**config.mk**
```make
export PLATFORM = sky130hd
export DESIGN_NAME = noncomp_slice
export DESIGN_NICKNAME = d
export VERILOG_FILES = /design/src/slice_pkg.sv /design/src/lane_if.sv /design/src/noncomp_lane.sv /design/src/noncomp_slice.sv /design/src/operand_splitter.sv /design/src/result_packer.sv /design/src/slice_ctrl.sv
export VERILOG_INCLUDE_DIRS = /design/src
export SDC_FILE = /design/constraint.sdc
export NUM_CORES = 1
export LEC_CHECK = 0
export BUFFER_PORTS_ARGS = -buffer_cell sky130_fd_sc_hd__clkbuf_2
export CAP_MARGIN = 20
export CORE_MARGIN = 8
export CORE_UTILIZATION = 50
export CTS_BUF_LIST = sky130_fd_sc_hd__clkbuf_16
export DETAILED_ROUTE_END_ITERATION = 6
export GPL_ROUTABILITY_DRIVEN = 1
export PLACE_DENSITY = 0.81
export SYNTH_ARGS = -nofsm -noshare
export SYNTH_HDL_FRONTEND = slang
export SYNTH_SLANG_ARGS = --single-unit
```
**constraint.sdc**
```tcl
create_clock -name clk_i -period 12.1 [get_ports clk_i]
set_input_delay 3.025 -clock clk_i [delete_from_list [all_inputs] [get_ports clk_i]]
set_output_delay 3.025 -clock clk_i [all_outputs]
set_load 0.01 [all_outputs]
```
**src/slice_defines.svh**
```systemverilog
// Build constants; SLICE_PIPE_REGS must be 1 or more and SLICE_LANES is tied to a 32-bit FP16 pair
`ifndef SLICE_DEFINES_SVH
`define SLICE_DEFINES_SVH

// --------------------------------------------------
// Datapath geometry
// --------------------------------------------------
`define SLICE_WIDTH 32
`define SLICE_LANES 2

// User tag carried alongside each item
`define SLICE_TAG_BITS 4

// --------------------------------------------------
// Register stages behind the lane compute logic
// --------------------------------------------------
// Zero stages is not a legal setting
`define SLICE_PIPE_REGS 2

`endif

```
**src/slice_pkg.sv**
```systemverilog
// Shared types of the slice; only NV of status_t is ever raised and only RNE/RTZ/RDN select variants
`include "slice_defines.svh"

package slice_pkg;

  typedef enum logic {
    FP32 = 1'b0,
    FP16 = 1'b1
  } fp_format_e;

  typedef enum logic {
    SGNJ   = 1'b0,
    MINMAX = 1'b1
  } operation_e;

  // RISC-V rounding-mode encoding, reused as operation variant select
  typedef enum logic [2:0] {
    RNE = 3'b000,
    RTZ = 3'b001,
    RDN = 3'b010,
    RUP = 3'b011,
    RMM = 3'b100,
    DYN = 3'b111
  } roundmode_e;

  typedef struct packed {
    logic nv;
    logic dz;
    logic of;
    logic uf;
    logic nx;
  } status_t;

  // One datapath word seen as a single FP32 value or as two FP16 values
  typedef union packed {
    logic [`SLICE_WIDTH-1:0]          fp32;
    logic [1:0][`SLICE_WIDTH/2-1:0]   fp16;
  } fp_word_u;

  localparam logic [31:0] CANON_NAN_FP32 = 32'h7FC0_0000;
  localparam logic [15:0] CANON_NAN_FP16 = 16'h7E00;

endpackage

```
**src/lane_if.sv**
```systemverilog
// Per-lane bundle; lane operands are full width, with FP16 values in the low half
`include "slice_defines.svh"

interface lane_if;
  import slice_pkg::*;

  // Operand side, driven by the splitter
  logic [`SLICE_WIDTH-1:0] a;
  logic [`SLICE_WIDTH-1:0] b;
  fp_format_e              fmt;
  operation_e              op;
  roundmode_e              rnd_mode;
  logic                    mask;

  // Registered results of the lane
  logic [`SLICE_WIDTH-1:0] result;
  status_t                 status;
  logic                    out_mask;

  modport feeder (output a, b, fmt, op, rnd_mode, mask);
  modport lane   (input a, b, fmt, op, rnd_mode, mask, output result, status, out_mask);
  modport packer (input result, status, out_mask);

endinterface

```
**src/noncomp_lane.sv**
```systemverilog
// One lane of sign injection and min/max; FP16 uses the low half and leaves the upper half boxed
`include "slice_defines.svh"

module noncomp_lane (
  input  logic                        clk_i,
  input  logic                        reset_i,
  input  logic [`SLICE_PIPE_REGS-1:0] reg_enable_i,
  lane_if.lane                        lane_io
);
  import slice_pkg::*;

  localparam int unsigned W    = `SLICE_WIDTH;
  localparam int unsigned H    = `SLICE_WIDTH / 2;
  localparam int unsigned PIPE = `SLICE_PIPE_REGS;

  logic         sign_a, nan_a, snan_a;
  logic         sign_b, nan_b, snan_b;
  logic [W-2:0] mag_a, mag_b;
  logic         a_lt_b;
  logic         sign_res;
  logic         minmax_nv;
  logic [W-1:0] canon_nan;
  logic [W-1:0] sgnj_res, minmax_res;
  logic [W-1:0] res_d;
  status_t      status_d;

  logic [PIPE-1:0][W-1:0] res_q;
  status_t [PIPE-1:0]     status_q;
  logic [PIPE-1:0]        mask_q;
  logic [PIPE:0][W-1:0]   res_chain;
  status_t [PIPE:0]       status_chain;
  logic [PIPE:0]          mask_chain;

  // Returns sign, NaN and signaling NaN of one operand
  function automatic logic [2:0] classify(input logic [W-1:0] v, input fp_format_e f);
    logic is_nan;
    if (f == FP32) begin
      is_nan = (v[30:23] == 8'hFF) && (v[22:0] != '0);
      return {v[31], is_nan, is_nan & ~v[22]};
    end
    is_nan = (v[14:10] == 5'h1F) && (v[9:0] != '0);
    return {v[15], is_nan, is_nan & ~v[9]};
  endfunction

  // --------------------------------------------------
  // Operand decode
  // --------------------------------------------------
  assign {sign_a, nan_a, snan_a} = classify(lane_io.a, lane_io.fmt);
  assign {sign_b, nan_b, snan_b} = classify(lane_io.b, lane_io.fmt);

  assign mag_a = (lane_io.fmt == FP32) ? lane_io.a[W-2:0] : {{(W-H){1'b0}}, lane_io.a[H-2:0]};
  assign mag_b = (lane_io.fmt == FP32) ? lane_io.b[W-2:0] : {{(W-H){1'b0}}, lane_io.b[H-2:0]};

  assign canon_nan = (lane_io.fmt == FP32) ? CANON_NAN_FP32 : {{H{1'b1}}, CANON_NAN_FP16};

  // Sign-magnitude order, so -0 sorts below +0
  assign a_lt_b = (sign_a != sign_b) ? sign_a
                : (sign_a ? (mag_a > mag_b) : (mag_a < mag_b));

  always_comb begin
    // Sign injection variants
    case (lane_io.rnd_mode)
      RNE:     sign_res = sign_b;
      RTZ:     sign_res = ~sign_b;
      RDN:     sign_res = sign_a ^ sign_b;
      default: sign_res = sign_a;
    endcase
    sgnj_res = lane_io.a;
    if (lane_io.fmt == FP32) begin
      sgnj_res[W-1] = sign_res;
    end else begin
      sgnj_res[H-1] = sign_res;
    end

    // Min/max, RNE is min and RTZ is max
    minmax_res = lane_io.a;
    minmax_nv  = 1'b0;
    if (lane_io.rnd_mode == RNE || lane_io.rnd_mode == RTZ) begin
      minmax_nv = snan_a | snan_b;
      if (nan_a && nan_b) begin
        minmax_res = canon_nan;
      end else if (nan_a) begin
        minmax_res = lane_io.b;
      end else if (nan_b) begin
        minmax_res = lane_io.a;
      end else if (lane_io.rnd_mode == RNE) begin
        minmax_res = a_lt_b ? lane_io.a : lane_io.b;
      end else begin
        minmax_res = a_lt_b ? lane_io.b : lane_io.a;
      end
    end

    status_d    = '0;
    res_d       = sgnj_res;
    if (lane_io.op == MINMAX) begin
      res_d       = minmax_res;
      status_d.nv = minmax_nv;
    end
    // Box the FP16 result in its own lane word
    if (lane_io.fmt == FP16) begin
      res_d[W-1:H] = '1;
    end
  end

  // --------------------------------------------------
  // Result pipeline, enabled by the control chain
  // --------------------------------------------------
  assign res_chain    = {res_q, res_d};
  assign status_chain = {status_q, status_d};
  assign mask_chain   = {mask_q, lane_io.mask};

  always_ff @(posedge clk_i) begin
    for (int i = 0; i < PIPE; i++) begin
      if (reg_enable_i[i]) begin
        res_q[i]    <= res_chain[i];
        status_q[i] <= status_chain[i];
      end
    end
  end

  always_ff @(posedge clk_i) begin
    if (reset_i) begin
      mask_q <= '0;
    end else begin
      for (int i = 0; i < PIPE; i++) begin
        if (reg_enable_i[i]) begin
          mask_q[i] <= mask_chain[i];
        end
      end
    end
  end

  assign lane_io.result   = res_chain[PIPE];
  assign lane_io.status   = status_chain[PIPE];
  assign lane_io.out_mask = mask_chain[PIPE];

endmodule

```
**src/noncomp_slice.sv**
```systemverilog
// Two-lane non-computational FP slice; latency SLICE_PIPE_REGS cycles, flush drops all items in flight
`include "slice_defines.svh"

module noncomp_slice (
  input  logic                         clk_i,
  input  logic                         reset_i,
  input  logic [1:0][`SLICE_WIDTH-1:0] operands_i,
  input  slice_pkg::operation_e        op_i,
  input  slice_pkg::roundmode_e        rnd_mode_i,
  input  slice_pkg::fp_format_e        fmt_i,
  input  logic                         vectorial_op_i,
  input  logic [`SLICE_TAG_BITS-1:0]   tag_i,
  input  logic [`SLICE_LANES-1:0]      simd_mask_i,
  input  logic                         in_valid_i,
  output logic                         in_ready_o,
  input  logic                         flush_i,
  output logic [`SLICE_WIDTH-1:0]      result_o,
  output slice_pkg::status_t           status_o,
  output logic [`SLICE_TAG_BITS-1:0]   tag_o,
  output logic                         out_valid_o,
  input  logic                         out_ready_i,
  output logic                         busy_o
);
  import slice_pkg::*;

  logic [`SLICE_LANES-1:0]     in_lane_active;
  logic [`SLICE_LANES-1:0]     out_lane_active;
  fp_format_e                  out_fmt;
  logic [`SLICE_PIPE_REGS-1:0] reg_enable;

  lane_if lanes [`SLICE_LANES] ();

  slice_ctrl u_ctrl (
    .clk_i         (clk_i),
    .reset_i       (reset_i),
    .in_valid_i    (in_valid_i),
    .in_ready_o    (in_ready_o),
    .flush_i       (flush_i),
    .tag_i         (tag_i),
    .fmt_i         (fmt_i),
    .lane_active_i (in_lane_active),
    .out_valid_o   (out_valid_o),
    .out_ready_i   (out_ready_i),
    .tag_o         (tag_o),
    .fmt_o         (out_fmt),
    .lane_active_o (out_lane_active),
    .busy_o        (busy_o),
    .reg_enable_o  (reg_enable)
  );

  operand_splitter u_splitter (
    .operands_i     (operands_i),
    .op_i           (op_i),
    .rnd_mode_i     (rnd_mode_i),
    .fmt_i          (fmt_i),
    .vectorial_op_i (vectorial_op_i),
    .simd_mask_i    (simd_mask_i),
    .lane_active_o  (in_lane_active),
    .lanes_o        (lanes)
  );

  for (genvar l = 0; l < `SLICE_LANES; l++) begin : gen_lanes
    noncomp_lane u_lane (
      .clk_i        (clk_i),
      .reset_i      (reset_i),
      .reg_enable_i (reg_enable),
      .lane_io      (lanes[l])
    );
  end

  result_packer u_packer (
    .fmt_i         (out_fmt),
    .lane_active_i (out_lane_active),
    .lanes_i       (lanes),
    .result_o      (result_o),
    .status_o      (status_o)
  );

endmodule

```
**src/operand_splitter.sv**
```systemverilog
// Lane 1 only carries FP16 vector work; the vector flag has no effect for FP32
`include "slice_defines.svh"

module operand_splitter (
  input  logic [1:0][`SLICE_WIDTH-1:0] operands_i,
  input  slice_pkg::operation_e        op_i,
  input  slice_pkg::roundmode_e        rnd_mode_i,
  input  slice_pkg::fp_format_e        fmt_i,
  input  logic                         vectorial_op_i,
  input  logic [`SLICE_LANES-1:0]      simd_mask_i,
  output logic [`SLICE_LANES-1:0]      lane_active_o,
  lane_if.feeder                       lanes_o [`SLICE_LANES]
);
  import slice_pkg::*;

  localparam int unsigned LANES = `SLICE_LANES;
  localparam int unsigned H     = `SLICE_WIDTH / 2;

  fp_word_u op_a;
  fp_word_u op_b;

  assign op_a = operands_i[0];
  assign op_b = operands_i[1];

  for (genvar l = 0; l < LANES; l++) begin : gen_feed
    if (l == 0) begin : gen_lane0
      // Full word for FP32, low half otherwise
      assign lanes_o[l].a = (fmt_i == FP32) ? op_a.fp32 : {{H{1'b0}}, op_a.fp16[0]};
      assign lanes_o[l].b = (fmt_i == FP32) ? op_b.fp32 : {{H{1'b0}}, op_b.fp16[0]};
    end else begin : gen_upper
      assign lanes_o[l].a = {{H{1'b0}}, op_a.fp16[l]};
      assign lanes_o[l].b = {{H{1'b0}}, op_b.fp16[l]};
    end

    assign lane_active_o[l] = (l == 0) || ((fmt_i == FP16) && vectorial_op_i);

    assign lanes_o[l].fmt      = fmt_i;
    assign lanes_o[l].op       = op_i;
    assign lanes_o[l].rnd_mode = rnd_mode_i;
    assign lanes_o[l].mask     = simd_mask_i[l];
  end

endmodule

```
**src/result_packer.sv**
```systemverilog
// Output assembly for two lanes; inactive FP16 upper halves read as all ones (NaN-boxed)
`include "slice_defines.svh"

module result_packer (
  input  slice_pkg::fp_format_e   fmt_i,
  input  logic [`SLICE_LANES-1:0] lane_active_i,
  lane_if.packer                  lanes_i [`SLICE_LANES],
  output logic [`SLICE_WIDTH-1:0] result_o,
  output slice_pkg::status_t      status_o
);
  import slice_pkg::*;

  localparam int unsigned W     = `SLICE_WIDTH;
  localparam int unsigned H     = `SLICE_WIDTH / 2;
  localparam int unsigned LANES = `SLICE_LANES;

  logic [LANES-1:0][W-1:0] lane_res;
  status_t [LANES-1:0]     lane_status;
  logic [LANES-1:0]        lane_mask;
  fp_word_u                packed_word;
  status_t                 status_acc;

  for (genvar l = 0; l < LANES; l++) begin : gen_collect
    assign lane_res[l]    = lanes_i[l].result;
    assign lane_status[l] = lanes_i[l].status;
    assign lane_mask[l]   = lanes_i[l].out_mask;
  end

  // Lane 0 always fills the low half; FP16 replaces the upper half
  always_comb begin
    packed_word.fp32 = lane_res[0];
    if (fmt_i == FP16) begin
      packed_word.fp16[1] = lane_active_i[1] ? lane_res[1][H-1:0] : {H{1'b1}};
    end
  end

  // Only active lanes with their mask bit set report flags
  always_comb begin
    status_acc = '0;
    for (int l = 0; l < LANES; l++) begin
      if (lane_active_i[l] && lane_mask[l]) begin
        status_acc = status_acc | lane_status[l];
      end
    end
  end

  assign result_o = packed_word;
  assign status_o = status_acc;

endmodule

```
**src/slice_ctrl.sv**
```systemverilog
// Control chain of SLICE_PIPE_REGS stages; an item accepted at an edge reaches the output at edge N
`include "slice_defines.svh"

module slice_ctrl (
  input  logic                        clk_i,
  input  logic                        reset_i,
  input  logic                        in_valid_i,
  output logic                        in_ready_o,
  input  logic                        flush_i,
  input  logic [`SLICE_TAG_BITS-1:0]  tag_i,
  input  slice_pkg::fp_format_e       fmt_i,
  input  logic [`SLICE_LANES-1:0]     lane_active_i,
  output logic                        out_valid_o,
  input  logic                        out_ready_i,
  output logic [`SLICE_TAG_BITS-1:0]  tag_o,
  output slice_pkg::fp_format_e       fmt_o,
  output logic [`SLICE_LANES-1:0]     lane_active_o,
  output logic                        busy_o,
  output logic [`SLICE_PIPE_REGS-1:0] reg_enable_o
);
  import slice_pkg::*;

  localparam int unsigned PIPE  = `SLICE_PIPE_REGS;
  localparam int unsigned TAGW  = `SLICE_TAG_BITS;
  localparam int unsigned LANES = `SLICE_LANES;

  // Stage registers, index i is stage i
  logic [PIPE-1:0]             valid_q;
  logic [PIPE-1:0][TAGW-1:0]   tag_q;
  logic [PIPE-1:0]             fmt_q;
  logic [PIPE-1:0][LANES-1:0]  active_q;

  // Chains: entry 0 is the input side, entry i+1 the output of stage i
  logic [PIPE:0]               valid_chain;
  logic [PIPE:0][TAGW-1:0]     tag_chain;
  logic [PIPE:0]               fmt_chain;
  logic [PIPE:0][LANES-1:0]    active_chain;

  logic [PIPE-1:0]             stage_ready;

  assign valid_chain  = {valid_q, in_valid_i};
  assign tag_chain    = {tag_q, tag_i};
  assign fmt_chain    = {fmt_q, fmt_i};
  assign active_chain = {active_q, lane_active_i};

  // --------------------------------------------------
  // Accept chain
  // --------------------------------------------------
  // Stage i accepts if it or any later stage is empty, or the output drains
  always_comb begin
    for (int i = 0; i < PIPE; i++) begin
      stage_ready[i] = out_ready_i | ~&(valid_q | PIPE'((1 << i) - 1));
    end
  end

  assign reg_enable_o = valid_chain[PIPE-1:0] & stage_ready;

  always_ff @(posedge clk_i) begin
    if (reset_i || flush_i) begin
      valid_q <= '0;
    end else begin
      for (int i = 0; i < PIPE; i++) begin
        if (stage_ready[i]) begin
          valid_q[i] <= valid_chain[i];
        end
      end
    end
  end

  // Side data moves with the lane registers
  always_ff @(posedge clk_i) begin
    for (int i = 0; i < PIPE; i++) begin
      if (reg_enable_o[i]) begin
        tag_q[i]    <= tag_chain[i];
        fmt_q[i]    <= fmt_chain[i];
        active_q[i] <= active_chain[i];
      end
    end
  end

  // --------------------------------------------------
  // Output side
  // --------------------------------------------------
  assign in_ready_o    = stage_ready[0];
  assign out_valid_o   = valid_chain[PIPE];
  assign tag_o         = tag_chain[PIPE];
  assign fmt_o         = fp_format_e'(fmt_chain[PIPE]);
  assign lane_active_o = active_chain[PIPE];
  assign busy_o        = |valid_q;

endmodule

```
==> qor.txt, run 1 <==
finished layout cell area - 0.00832 mm²
unrepaired setup endpoints after global routing - false
drc violations - 0
# clock sinks - 118
main flop type after synthesis - edfxtp_1
Clock Skews - 0.00692 ns
drt initial violations - 651
Yosys cell types - 69
remaining global-route overflow - 0
post-route insts no fill - 941
dpl cells - 907
count of state elements after synthesis - 118
syn_area_per_cell - 10.9 µm²
sequential share of the synthesized area - 49.1%
DRT Pass-1 Iters - 5
Fillers - 1142
register area - 0.00348 mm²
worst hold stages - 0
Final Wtd Congestion - 0.979
YS warnings - 0
Post-Route WL - 20200 µm
row count - 43
starting density of the core - 51.1%
# setup viols final - 0
Post-DRT Antenna Nets - 0
global-route wire length before repair - 30800 µm
largest net degree at the start of global routing - 75
Hold Crit Class - reg2reg
Mapped Cells - 649
Worst-Skew Late Latency - 0.41 ns
worst rel slew slack - 24.4%
Worst-Margin Slew - 1.13 ns
I/O Buffers - 120
total CTS buffers - 17
placed cell area - 0.00768 mm²
PD cells - 139 mW/mm²
Fin. Hold Viols - 0
reg2reg path depth - 5
clk root buf - clkbuf_16
Clock Tree Buf Depth - 2
Antenna Cells - 0
Final nets - 876
CP required - 9.07 ns
core area - 0.0139 mm²
peak supply drop - 0.0000916 V
Vias - 5831
clock-pin slew on the worst setup and hold paths - 0.06 ns
initial antenna violation count - 0
CTS resizes - 0
DR vias/cell - 6.20
Final min period - 6.74 ns
synth-to-layout area growth - 17.3%
CTS Hold Bufs - 0
CP endpoint kind - output port
fraction of layout cells with a size suffix above 1 - 24.0%
Slew Limit Fails - 0
post-DP HPWL - 15100 µm
CTS tree - yes
crit path kind - in2out
worst slack, placed - 5.01 ns
setup TNS - 0 ns
Multi-input gate area - 0.00320 mm²
setup repair bufs after CTS - 0
chip width - 135 µm
Synth async-reset ratio - 0%
final setup margin - 5.36 ns
Post-synth EDFFs - 112
drt wl/cell - 21.5 µm
outcome - finished clean
Final Cycle Share - 55.7%
crit-path max FO - 4
chip height - 135 µm
total track usage - 21.8%
die area - 0.0182 mm²
Fmax - 0.148 GHz
Startpoint Class - input pin
vias in the first global route - 5579
H-tree Lvls - 4
IO Pins - 125
synthesized area - 0.00709 mm²
critical path arrival - 3.71 ns
max-cap violation count - 0
P_leak - 3.39 nW
## Yosys cell counts, types with 3 or more instances
cell type / count / area share (%)
dfxtp_1: 6 / 1.7
o31ai_1: 4 / 0.42
clkbuf_1: 19 / 1.0
a211o_1: 4 / 0.49
nand4_1: 15 / 1.3
o22a_1: 16 / 2.0
nand2b_1: 20 / 1.8
a32o_1: 10 / 1.4
a21o_1: 14 / 1.5
nor4_1: 11 / 0.97
a22o_1: 11 / 1.4
edfxtp_1: 112 / 47
inv_1: 40 / 2.1
ha_1: 47 / 8.3
nor2_1: 41 / 2.2
a221o_1: 4 / 0.56
o22ai_1: 4 / 0.35
o2111ai_1: 3 / 0.37
mux2i_1: 4 / 0.56
or2_2: 6 / 0.53
a22oi_1: 5 / 0.53
a211oi_1: 5 / 0.53
a21oi_1: 34 / 2.4
nor2b_1: 14 / 1.2
nand3_1: 25 / 1.8
nor3_1: 18 / 1.3
or3_1: 9 / 0.79
o31a_1: 3 / 0.37
o221a_2: 3 / 0.48
buf_4: 25 / 2.6
o21ai_0: 17 / 1.2
mux2_2: 6 / 0.95
o211ai_1: 7 / 0.74
nand2_1: 32 / 1.7
o21a_1: 5 / 0.53
o211a_1: 5 / 0.71
## metrics by stage
step	total power, mW	utilization [%]	hold slack [ns]
finish	1.15	59.9	0.413
global route	1.19	59.9	0.421
CTS	1.15	59.7	0.414
detailed placement	0.641	55.3	0.405
global placement	0.634	55.3	0.401
floorplan	0.585	-	0.400
## critical path, stage by stage
cell      delay [ns]
clkbuf_2        0.08
nor2b_1         0.33
nand2_1         0.13
clkbuf_2        0.15
## layout make-up
type | count | area share [%]
sequential | 118 | 41.9
multi-input combinational | 446 | 38.4
timing repair buffer | 125 | 7.79
clock buffer | 17 | 5.12
tap | 180 | 2.71
clock inverter | 15 | 2.26
inverter | 40 | 1.81
## path summary, 6_finish.rpt
| kind | slack [ns] | endpoint | from |
|---|---|---|---|
| worst max-delay path | 5.36 | in_ready_o | out_ready_i |
| worst min register to register | 0.41 | gen_lanes[0].u_lane.lane_io.result[29] | gen_lanes[0].u_lane.res_chain[61] |
| worst max register to register | 10.13 | gen_lanes[1].u_lane.mask_q[1] | u_ctrl.valid_q[1] |
| worst min-delay path | 0.41 | gen_lanes[0].u_lane.lane_io.result[29] | gen_lanes[0].u_lane.res_chain[61] |
## logic make-up after synthesis
kind of cell,share of synthesized area [%]
other cells,0.0529
compound gates,19.7
fa+ha+maj,8.30
buf+inv,6.11
mux,1.92
simple gates,14.8
flops,49.1
## sequential cells by signal, summed over array words and instances, names as in the netlist
name,flops
gen_lanes.u_lane.lane_io.status,2
u_ctrl.lane_active_o,1
gen_lanes.u_lane.res_chain,48
u_ctrl.valid_q,2
u_ctrl.fmt_q,2
gen_lanes.u_lane.lane_io.result,48
gen_lanes.u_lane.status_chain,2
u_ctrl.active_chain,1
u_ctrl.tag_o,4
gen_lanes.u_lane.mask_q,4
u_ctrl.tag_chain,4
## cell usage in the layout, fill, tap and decap left out, types with 4 or more instances in the layout
cell,count
o31ai_1,4
bufinv_16,4
conb_1,4
nand2b_1,20
clkbuf_16,17
clkbuf_2,121
edfxtp_1,112
a221o_1,4
or2_2,6
inv_1,40
o21ai_0,16
nor3_1,17
nor4_1,11
dfxtp_1,6
ha_1,47
a21o_1,14
nor2b_1,13
o211ai_1,7
o21a_1,5
o22ai_1,4
nand2_1,32
a21oi_1,34
or3_1,9
a211o_1,4
nand4_1,15
mux2_2,6
nor2_1,41
a22o_1,11
o22a_1,16
nand3_1,25
a32o_1,10
o211a_1,5
a22oi_1,5
a211oi_1,5
mux2i_1,4
## power by group
part	leakage, nW	internal (mW)	switching, mW
sequential	1.10	0.472	0.00614
combinational	1.98	0.0619	0.0977
clock	0.299	0.341	0.175
total	3.39	0.875	0.278
## layer usage
layer / share of wire, % / up-vias / GRT usage (%)
met4: 2.3 / 0 / 7.53
met3: 6.8 / 45 / 4.27
li1: - / 2697 / -
met2: 50 / 292 / 36.9
met5: 0 / - / 0
met1: 41 / 2797 / 27.3
Power figures use the tool's default switching activity.
==> inputs of run 2 (changes only) <==
- clock period: 12.1 -> 6.4 ns (I/O delays scaled with it)
==> qor.txt, run 2 (synthesis gave the netlist of run 1 again) <==
post-DP HPWL - 15600 µm (was 15100 µm)
largest net degree at the start of global routing - 59 (was 75)
drt initial violations - 544 (was 651)
starting density of the core - 51.1% (unchanged)
reg-to-reg endpoint - gen_lanes[1].u_lane.mask_q[1] (unchanged)
crit path kind - in2reg (was in2out)
crit-path max FO - 43 (was 4)
worst rel slew slack - 47.3% (was 24.4%)
I/O Buffers - 120 (unchanged)
Post-DRT Antenna Nets - 0 (unchanged)
# setup viols final - 0 (unchanged)
Final Power - 2.19 mW (was 1.15 mW)
Crit path max-delay family - simple AND/OR/NAND/NOR gates (unchanged)
CP required - 6.56 ns (was 9.07 ns)
unrepaired setup endpoints after global routing - false (unchanged)
Startpoint Class - input pin (unchanged)
PD cells - 262 mW/mm² (was 139 mW/mm²)
Worst R2R Start - u_ctrl.valid_q[1] (unchanged)
Multi-input gate area - 0.00320 mm² (unchanged)
initial antenna violation count - 0 (unchanged)
reg2reg path depth - 5 (unchanged)
synth-to-layout area growth - 18.1% (was 17.3%)
finished layout cell area - 0.00837 mm² (was 0.00832 mm²)
final core occ - 60.3% (was 59.9%)
DR vias/cell - 6.18 (was 6.20)
crit path to - gen_lanes[0].u_lane.res_chain[42] (was in_ready_o)
P_leak - 3.40 nW (was 3.39 nW)
CP Buf/Inv Count - 2 (unchanged)
Critical-path top delay cell - o2111a_2 (was nor2b_1)
placed cell area - 0.00772 mm² (was 0.00768 mm²)
Fin. Hold Viols - 0 (unchanged)
Final min period - 5.23 ns
core area - 0.0139 mm² (unchanged)
Crit path depth - 12 (was 4)
critical path arrival - 5.38 ns (was 3.71 ns)
CP endpoint kind - register (was output port)
Hold Crit Class - reg2reg (unchanged)
Crit path largest cell delay - 0.49 ns (was 0.33 ns)
total CTS buffers - 17 (unchanged)
Vias - 5840 (was 5831)
Hold Startpoint - gen_lanes[1].u_lane.res_chain[39] (was gen_lanes[0].u_lane.res_chain[61])
Post-Route WL - 20300 µm (was 20200 µm)
IO Pins - 125 (unchanged)
register area - 0.00348 mm² (unchanged)
Worst-Margin Slew - 0.785 ns (was 1.13 ns)
outcome - finished clean (unchanged)
peak supply drop - 0.000174 V (was 0.0000916 V)
fraction of layout cells with a size suffix above 1 - 24.7% (was 24.0%)
CTS Hold Bufs - 0 (unchanged)
global-route wire length before repair - 31200 µm (was 30800 µm)
Fillers - 1164 (was 1142)
crit-path cells - clkbuf_2 > buf_12 > nor2_1 > ha_1 > nand4_1 > nor4_1 > nand4_1 > nor4b_1 > o21ai_0 > o2111a_2 > a2bb2oi_4 > mux2_2 (was clkbuf_2 > nor2b_1 > nand2_1 > clkbuf_2)
Worst-Skew Late Latency - 0.41 ns (about the same)
drc violations - 0 (unchanged)
CTS resizes - 0 (unchanged)
Final Cycle Share - 81.7%
commonest non-fill, non-tap cell in the layout - clkbuf_2 (unchanged)
max-cap violation count - 0 (unchanged)
H-tree Lvls - 4 (unchanged)
chip width - 135 µm (unchanged)
Antenna Cells - 0 (unchanged)
die area - 0.0182 mm² (unchanged)
Clock Skews - 0.0136 ns (was 0.00692 ns)
r2r setup slk - 4.43 ns (was 10.13 ns)
worst hold stages - 0 (unchanged)
Final Wtd Congestion - 0.967 (was 0.979)
Slew Limit Fails - 0 (unchanged)
total track usage - 22.1% (was 21.8%)
remaining global-route overflow - 0 (unchanged)
Clock Tree Buf Depth - 2 (unchanged)
clk root buf - clkbuf_16 (unchanged)
drt wl/cell - 21.5 µm (about the same)
Fmax - 0.191 GHz
# clock sinks - 118 (unchanged)
Top cell by count, worst path - nand4_1 (was clkbuf_2)
chip height - 135 µm (unchanged)
Final nets - 880 (was 876)
clock-pin slew on the worst setup and hold paths - 0.05 ns (was 0.06 ns)
row count - 43 (unchanged)
most frequent cells in the layout - clkbuf_2 (120), edfxtp_1 (112), ha_1 (47), nor2_1 (41), inv_1 (39) (was clkbuf_2 (121), edfxtp_1 (112), ha_1 (47), nor2_1 (41), inv_1 (40))
vias in the first global route - 5750 (was 5579)
hold slack final - 0.416 ns (was 0.413 ns)
CTS tree - yes (unchanged)
setup TNS - 0 ns (unchanged)
Critical Path Start - fmt_i (was out_ready_i)
DRT Pass-1 Iters - 5 (unchanged)
setup repair bufs after CTS - 0 (unchanged)
-- run 2: cell types whose count changed in the layout (fill, tap and decap cells not counted), sizes merged --
cell      previous run  this run
buf                  4         9
clkinv               8         5
clkinvlp             2         4
clkbuf             138       137
inv                 41        42
-- run 2: cell type report --
class                           instances  share of cell area, %
Tap cell                              180                   2.69
Multi-Input combinational cell        446                   38.2
Inverter                               40                   1.79
Sequential cell                       118                   41.6
Clock inverter                         15                   2.42
Clock buffer                           17                   5.08
Timing Repair Buffer                  129                   8.25
-- run 2: how the worst min path moves through the flow --
stage | to | slack (ns)
5_1_grt | u_ctrl.fmt_q[1] | 0.42
4_1_cts | u_ctrl.tag_o[3] | 0.42
3_3_place_gp | u_ctrl.tag_o[2] | 0.40
3_5_place_dp | gen_lanes[0].u_lane.lane_io.result[3] | 0.40
6_report | gen_lanes[1].u_lane.lane_io.result[7] | 0.42
2_1_floorplan | gen_lanes[0].u_lane.lane_io.result[0] | 0.40
-- run 2: metal layers --
layer  routed length [µm]  global-route usage [%]
met5                    0                       0
met4                  421                    8.64
met3                 1240                    4.27
met2                10300                    37.7
met1                 8360                    27.0
-- run 2: per-stage QoR --
| step | instances | setup WS, ns |
|---|---|---|
| global route | 945 | 0.886 |
| detailed placement | 912 | 0.795 |
| CTS | 944 | 1.23 |
| floorplan | 652 | 0.766 |
| global placement | 911 | 1.00 |
| finish | 945 | 1.17 |
-- run 2: power breakdown --
group	internal, mW	switching, mW
Combinational	0.119	0.187
Sequential	0.892	0.0118
Clock	0.652	0.334
==> inputs of run 3 (changes only) <==
- ABC_AREA: default -> 1
- PLACE_DENSITY: 0.81 -> 0.83
- clock period: 6.4 -> 4.6 ns (I/O delays scaled with it)
==> qor.txt, run 3 <==
outcome - finished clean (unchanged)
Synth area leaders - edfxtp_1 (43%), nand2_1 (15%), ha_1 (7.6%) (was edfxtp_1 (47%), ha_1 (8.3%), buf_4 (2.6%))
drt wl/cell - 16.8 µm (was 21.5 µm)
synth-to-layout area growth - 14.9% (was 18.1%)
Fin. Hold Viols - 0 (unchanged)
Antenna Cells - 0 (unchanged)
Critical-path top delay cell - inv_2 (was o2111a_2)
Post-Route WL - 21400 µm (was 20300 µm)
IO Pins - 125 (unchanged)
area share of the largest cell type after synthesis - 43.2% (was 47.4%)
clock-pin slew on the worst setup and hold paths - 0.05 ns (about the same)
DR vias/cell - 5.44 (was 6.18)
starting density of the core - 51.2% (was 51.1%)
row count - 45 (was 43)
Clock Tree Buf Depth - 2 (unchanged)
post-DP HPWL - 16200 µm (was 15600 µm)
setup repair bufs after CTS - 0 (unchanged)
Fmax - 0.239 GHz
peak supply drop - 0.000179 V (was 0.000174 V)
r2r setup slk - 2.98 ns (was 4.43 ns)
chip width - 141 µm (was 135 µm)
Final Wtd Congestion - 0.974 (was 0.967)
CTS Hold Bufs - 0 (unchanged)
chip height - 141 µm (was 135 µm)
P_leak - 4.31 nW (was 3.40 nW)
hold path endpoint - gen_lanes[1].u_lane.lane_io.result[6] (was gen_lanes[1].u_lane.lane_io.result[7])
Hold Crit Class - reg2reg (unchanged)
setup TNS - 0 ns (unchanged)
total CTS buffers - 17 (unchanged)
die area - 0.0198 mm² (was 0.0182 mm²)
reg2reg path depth - 4 (was 5)
Synth area leader - edfxtp_1 (unchanged)
crit path kind - in2reg (unchanged)
Crit path largest cell delay - 0.39 ns (was 0.49 ns)
Final min period - 4.18 ns
CP endpoint kind - register (unchanged)
Slew Limit Fails - 0 (unchanged)
Worst-Skew Late Latency - 0.40 ns (was 0.41 ns)
DRT Pass-1 Iters - 7 (was 5)
Synth async-reset ratio - 0% (unchanged)
largest net degree at the start of global routing - 59 (unchanged)
Final Power - 3.00 mW (was 2.19 mW)
I/O Buffers - 120 (unchanged)
CP required - 4.75 ns (was 6.56 ns)
YS warnings - 0 (unchanged)
Yosys cell types - 43 (was 69)
count of state elements after synthesis - 118 (unchanged)
Hold Startpoint - gen_lanes[1].u_lane.res_chain[38] (was gen_lanes[1].u_lane.res_chain[39])
worst hold stages - 0 (unchanged)
worst slack, placed - 0.108 ns (was 0.795 ns)
Post-DRT Antenna Nets - 0 (unchanged)
# setup viols final - 0 (unchanged)
synthesized area - 0.00779 mm² (was 0.00709 mm²)
CTS tree - yes (unchanged)
H-tree Lvls - 4 (unchanged)
Post-synth EDFFs - 112 (unchanged)
Startpoint Class - input pin (unchanged)
fraction of layout cells with a size suffix above 1 - 17.5% (was 24.7%)
remaining global-route overflow - 0 (unchanged)
most frequent cells in the layout - nand2_1 (302), inv_1 (133), clkbuf_2 (120), edfxtp_1 (112), a21oi_1 (65) (was clkbuf_2 (120), edfxtp_1 (112), ha_1 (47), nor2_1 (41), inv_1 (39))
main flop type after synthesis - edfxtp_1 (unchanged)
Worst R2R Start - u_ctrl.valid_q[1] (unchanged)
global-route wire length before repair - 33600 µm (was 31200 µm)
Final nets - 1203 (was 880)
core area - 0.0152 mm² (was 0.0139 mm²)
Vias - 6939 (was 5840)
final setup margin - 0.420 ns (was 1.17 ns)
Synth top cells by count - nand2_1 (302), inv_1 (134), edfxtp_1 (112) (was edfxtp_1 (112), ha_1 (47), nor2_1 (41))
crit-path cells - clkbuf_2 > inv_2 > nand2_1 > ha_1 > nand2_1 > nor2_1 > nand4_1 > nor2_1 > nand2_1 > nand2_2 > nand2_1 > nand2_1 > nand3_4 > nand2_4 > nand2_4 > nand2_4 > nand2_1 > nand2_1 > o21ai_0 > nand2_1 > nand2_1 (was clkbuf_2 > buf_12 > nor2_1 > ha_1 > nand4_1 > nor4_1 > nand4_1 > nor4b_1 > o21ai_0 > o2111a_2 > a2bb2oi_4 > mux2_2)
unrepaired setup endpoints after global routing - false (unchanged)
crit-path max FO - 26 (was 43)
initial antenna violation count - 0 (unchanged)
drc violations - 0 (unchanged)
Mapped Cells - 973 (was 649)
reg-to-reg endpoint - gen_lanes[1].u_lane.res_chain[41] (was gen_lanes[1].u_lane.mask_q[1])
clk root buf - clkbuf_16 (unchanged)
worst rel slew slack - 59.2% (was 47.3%)
PD cells - 335 mW/mm² (was 262 mW/mm²)
syn_area_per_cell - 8.00 µm² (was 10.9 µm²)
vias in the first global route - 6346 (was 5750)
Clock Skews - 0.00815 ns (was 0.0136 ns)
Worst-Margin Slew - 0.612 ns (was 0.785 ns)
# clock sinks - 118 (unchanged)
critical path arrival - 4.33 ns (was 5.38 ns)
hold slack final - 0.413 ns (was 0.416 ns)
Final Cycle Share - 90.9%
CTS resizes - 0 (unchanged)
commonest non-fill, non-tap cell in the layout - nand2_1 (was clkbuf_2)
max-cap violation count - 0 (unchanged)
most frequent cell after synthesis - nand2_1 (was edfxtp_1)
total track usage - 21.4% (was 22.1%)
final core occ - 58.9% (was 60.3%)
sequential share of the synthesized area - 44.7% (was 49.1%)
Top cell by count, worst path - nand2_1 (was nand4_1)
drt initial violations - 858 (was 544)
==> run 3: worst max-delay path by stage <==
stage / depth (start not counted) / end / start
6_report: 21 / gen_lanes[0].u_lane.res_chain[47] / fmt_i
4_1_cts: 21 / gen_lanes[0].u_lane.res_chain[47] / fmt_i
5_1_grt: 21 / gen_lanes[0].u_lane.res_chain[47] / fmt_i
2_1_floorplan: 7 / gen_lanes[0].u_lane.mask_q[0] / out_ready_i
3_3_place_gp: 21 / gen_lanes[0].u_lane.res_chain[47] / fmt_i
3_5_place_dp: 21 / gen_lanes[0].u_lane.res_chain[47] / fmt_i
==> run 3: metal layers <==
metal	up-vias	GRT usage [%]	routed length, µm	share of wire, %
li1	3414	-	-	-
met1	3113	29.5	9160	43
met2	365	33.1	9670	45
met3	47	3.71	2060	9.6
met4	0	8.03	524	2.4
met5	-	0	0	0
==> run 3: where the power goes <==
group          internal, mW  switching [mW]  total, mW  leakage [nW]
Sequential             1.25          0.0173       1.27          1.10
Clock                 0.731           0.451       1.18         0.252
Combinational         0.184           0.367      0.550          2.96
Total                  2.16           0.835       3.00          4.31
==> run 3: worst max-delay path, delay by kind of cell <==
family | cells | cell delay (ns)
adders and majority gates | 1 | 0.34
buffers and inverters | 2 | 0.61
AOI/OAI and AO/OA | 1 | 0.07
and+or+nand+nor | 17 | 2.15
==> run 3: stage by stage <==
step,area (µm²),instances
finish,8950,1275
global placement,8390,1243
detailed placement,8390,1243
floorplan,7800,976
global route,8950,1275
CTS,8930,1274
==> run 3: area by class of cell <==
class | instances | area, µm²
Clock inverter | 14 | 113
Sequential cell | 118 | 3480
Tap cell | 188 | 235
Fill cell | 1340 | 6250
Multi-Input combinational cell | 667 | 3470
Inverter | 140 | 528
Clock buffer | 17 | 425
Timing Repair Buffer | 131 | 696
==> run 3: cell families after synthesis <==
| logic type | share of synthesized area (%) |
|---|---|
| and+or+nand+nor | 26.6 |
| AOI/OAI and AO/OA | 10.2 |
| buffers and inverters | 11.0 |
| other | 0.0481 |
| DFF | 44.7 |
| adders and majority gates | 7.55 |
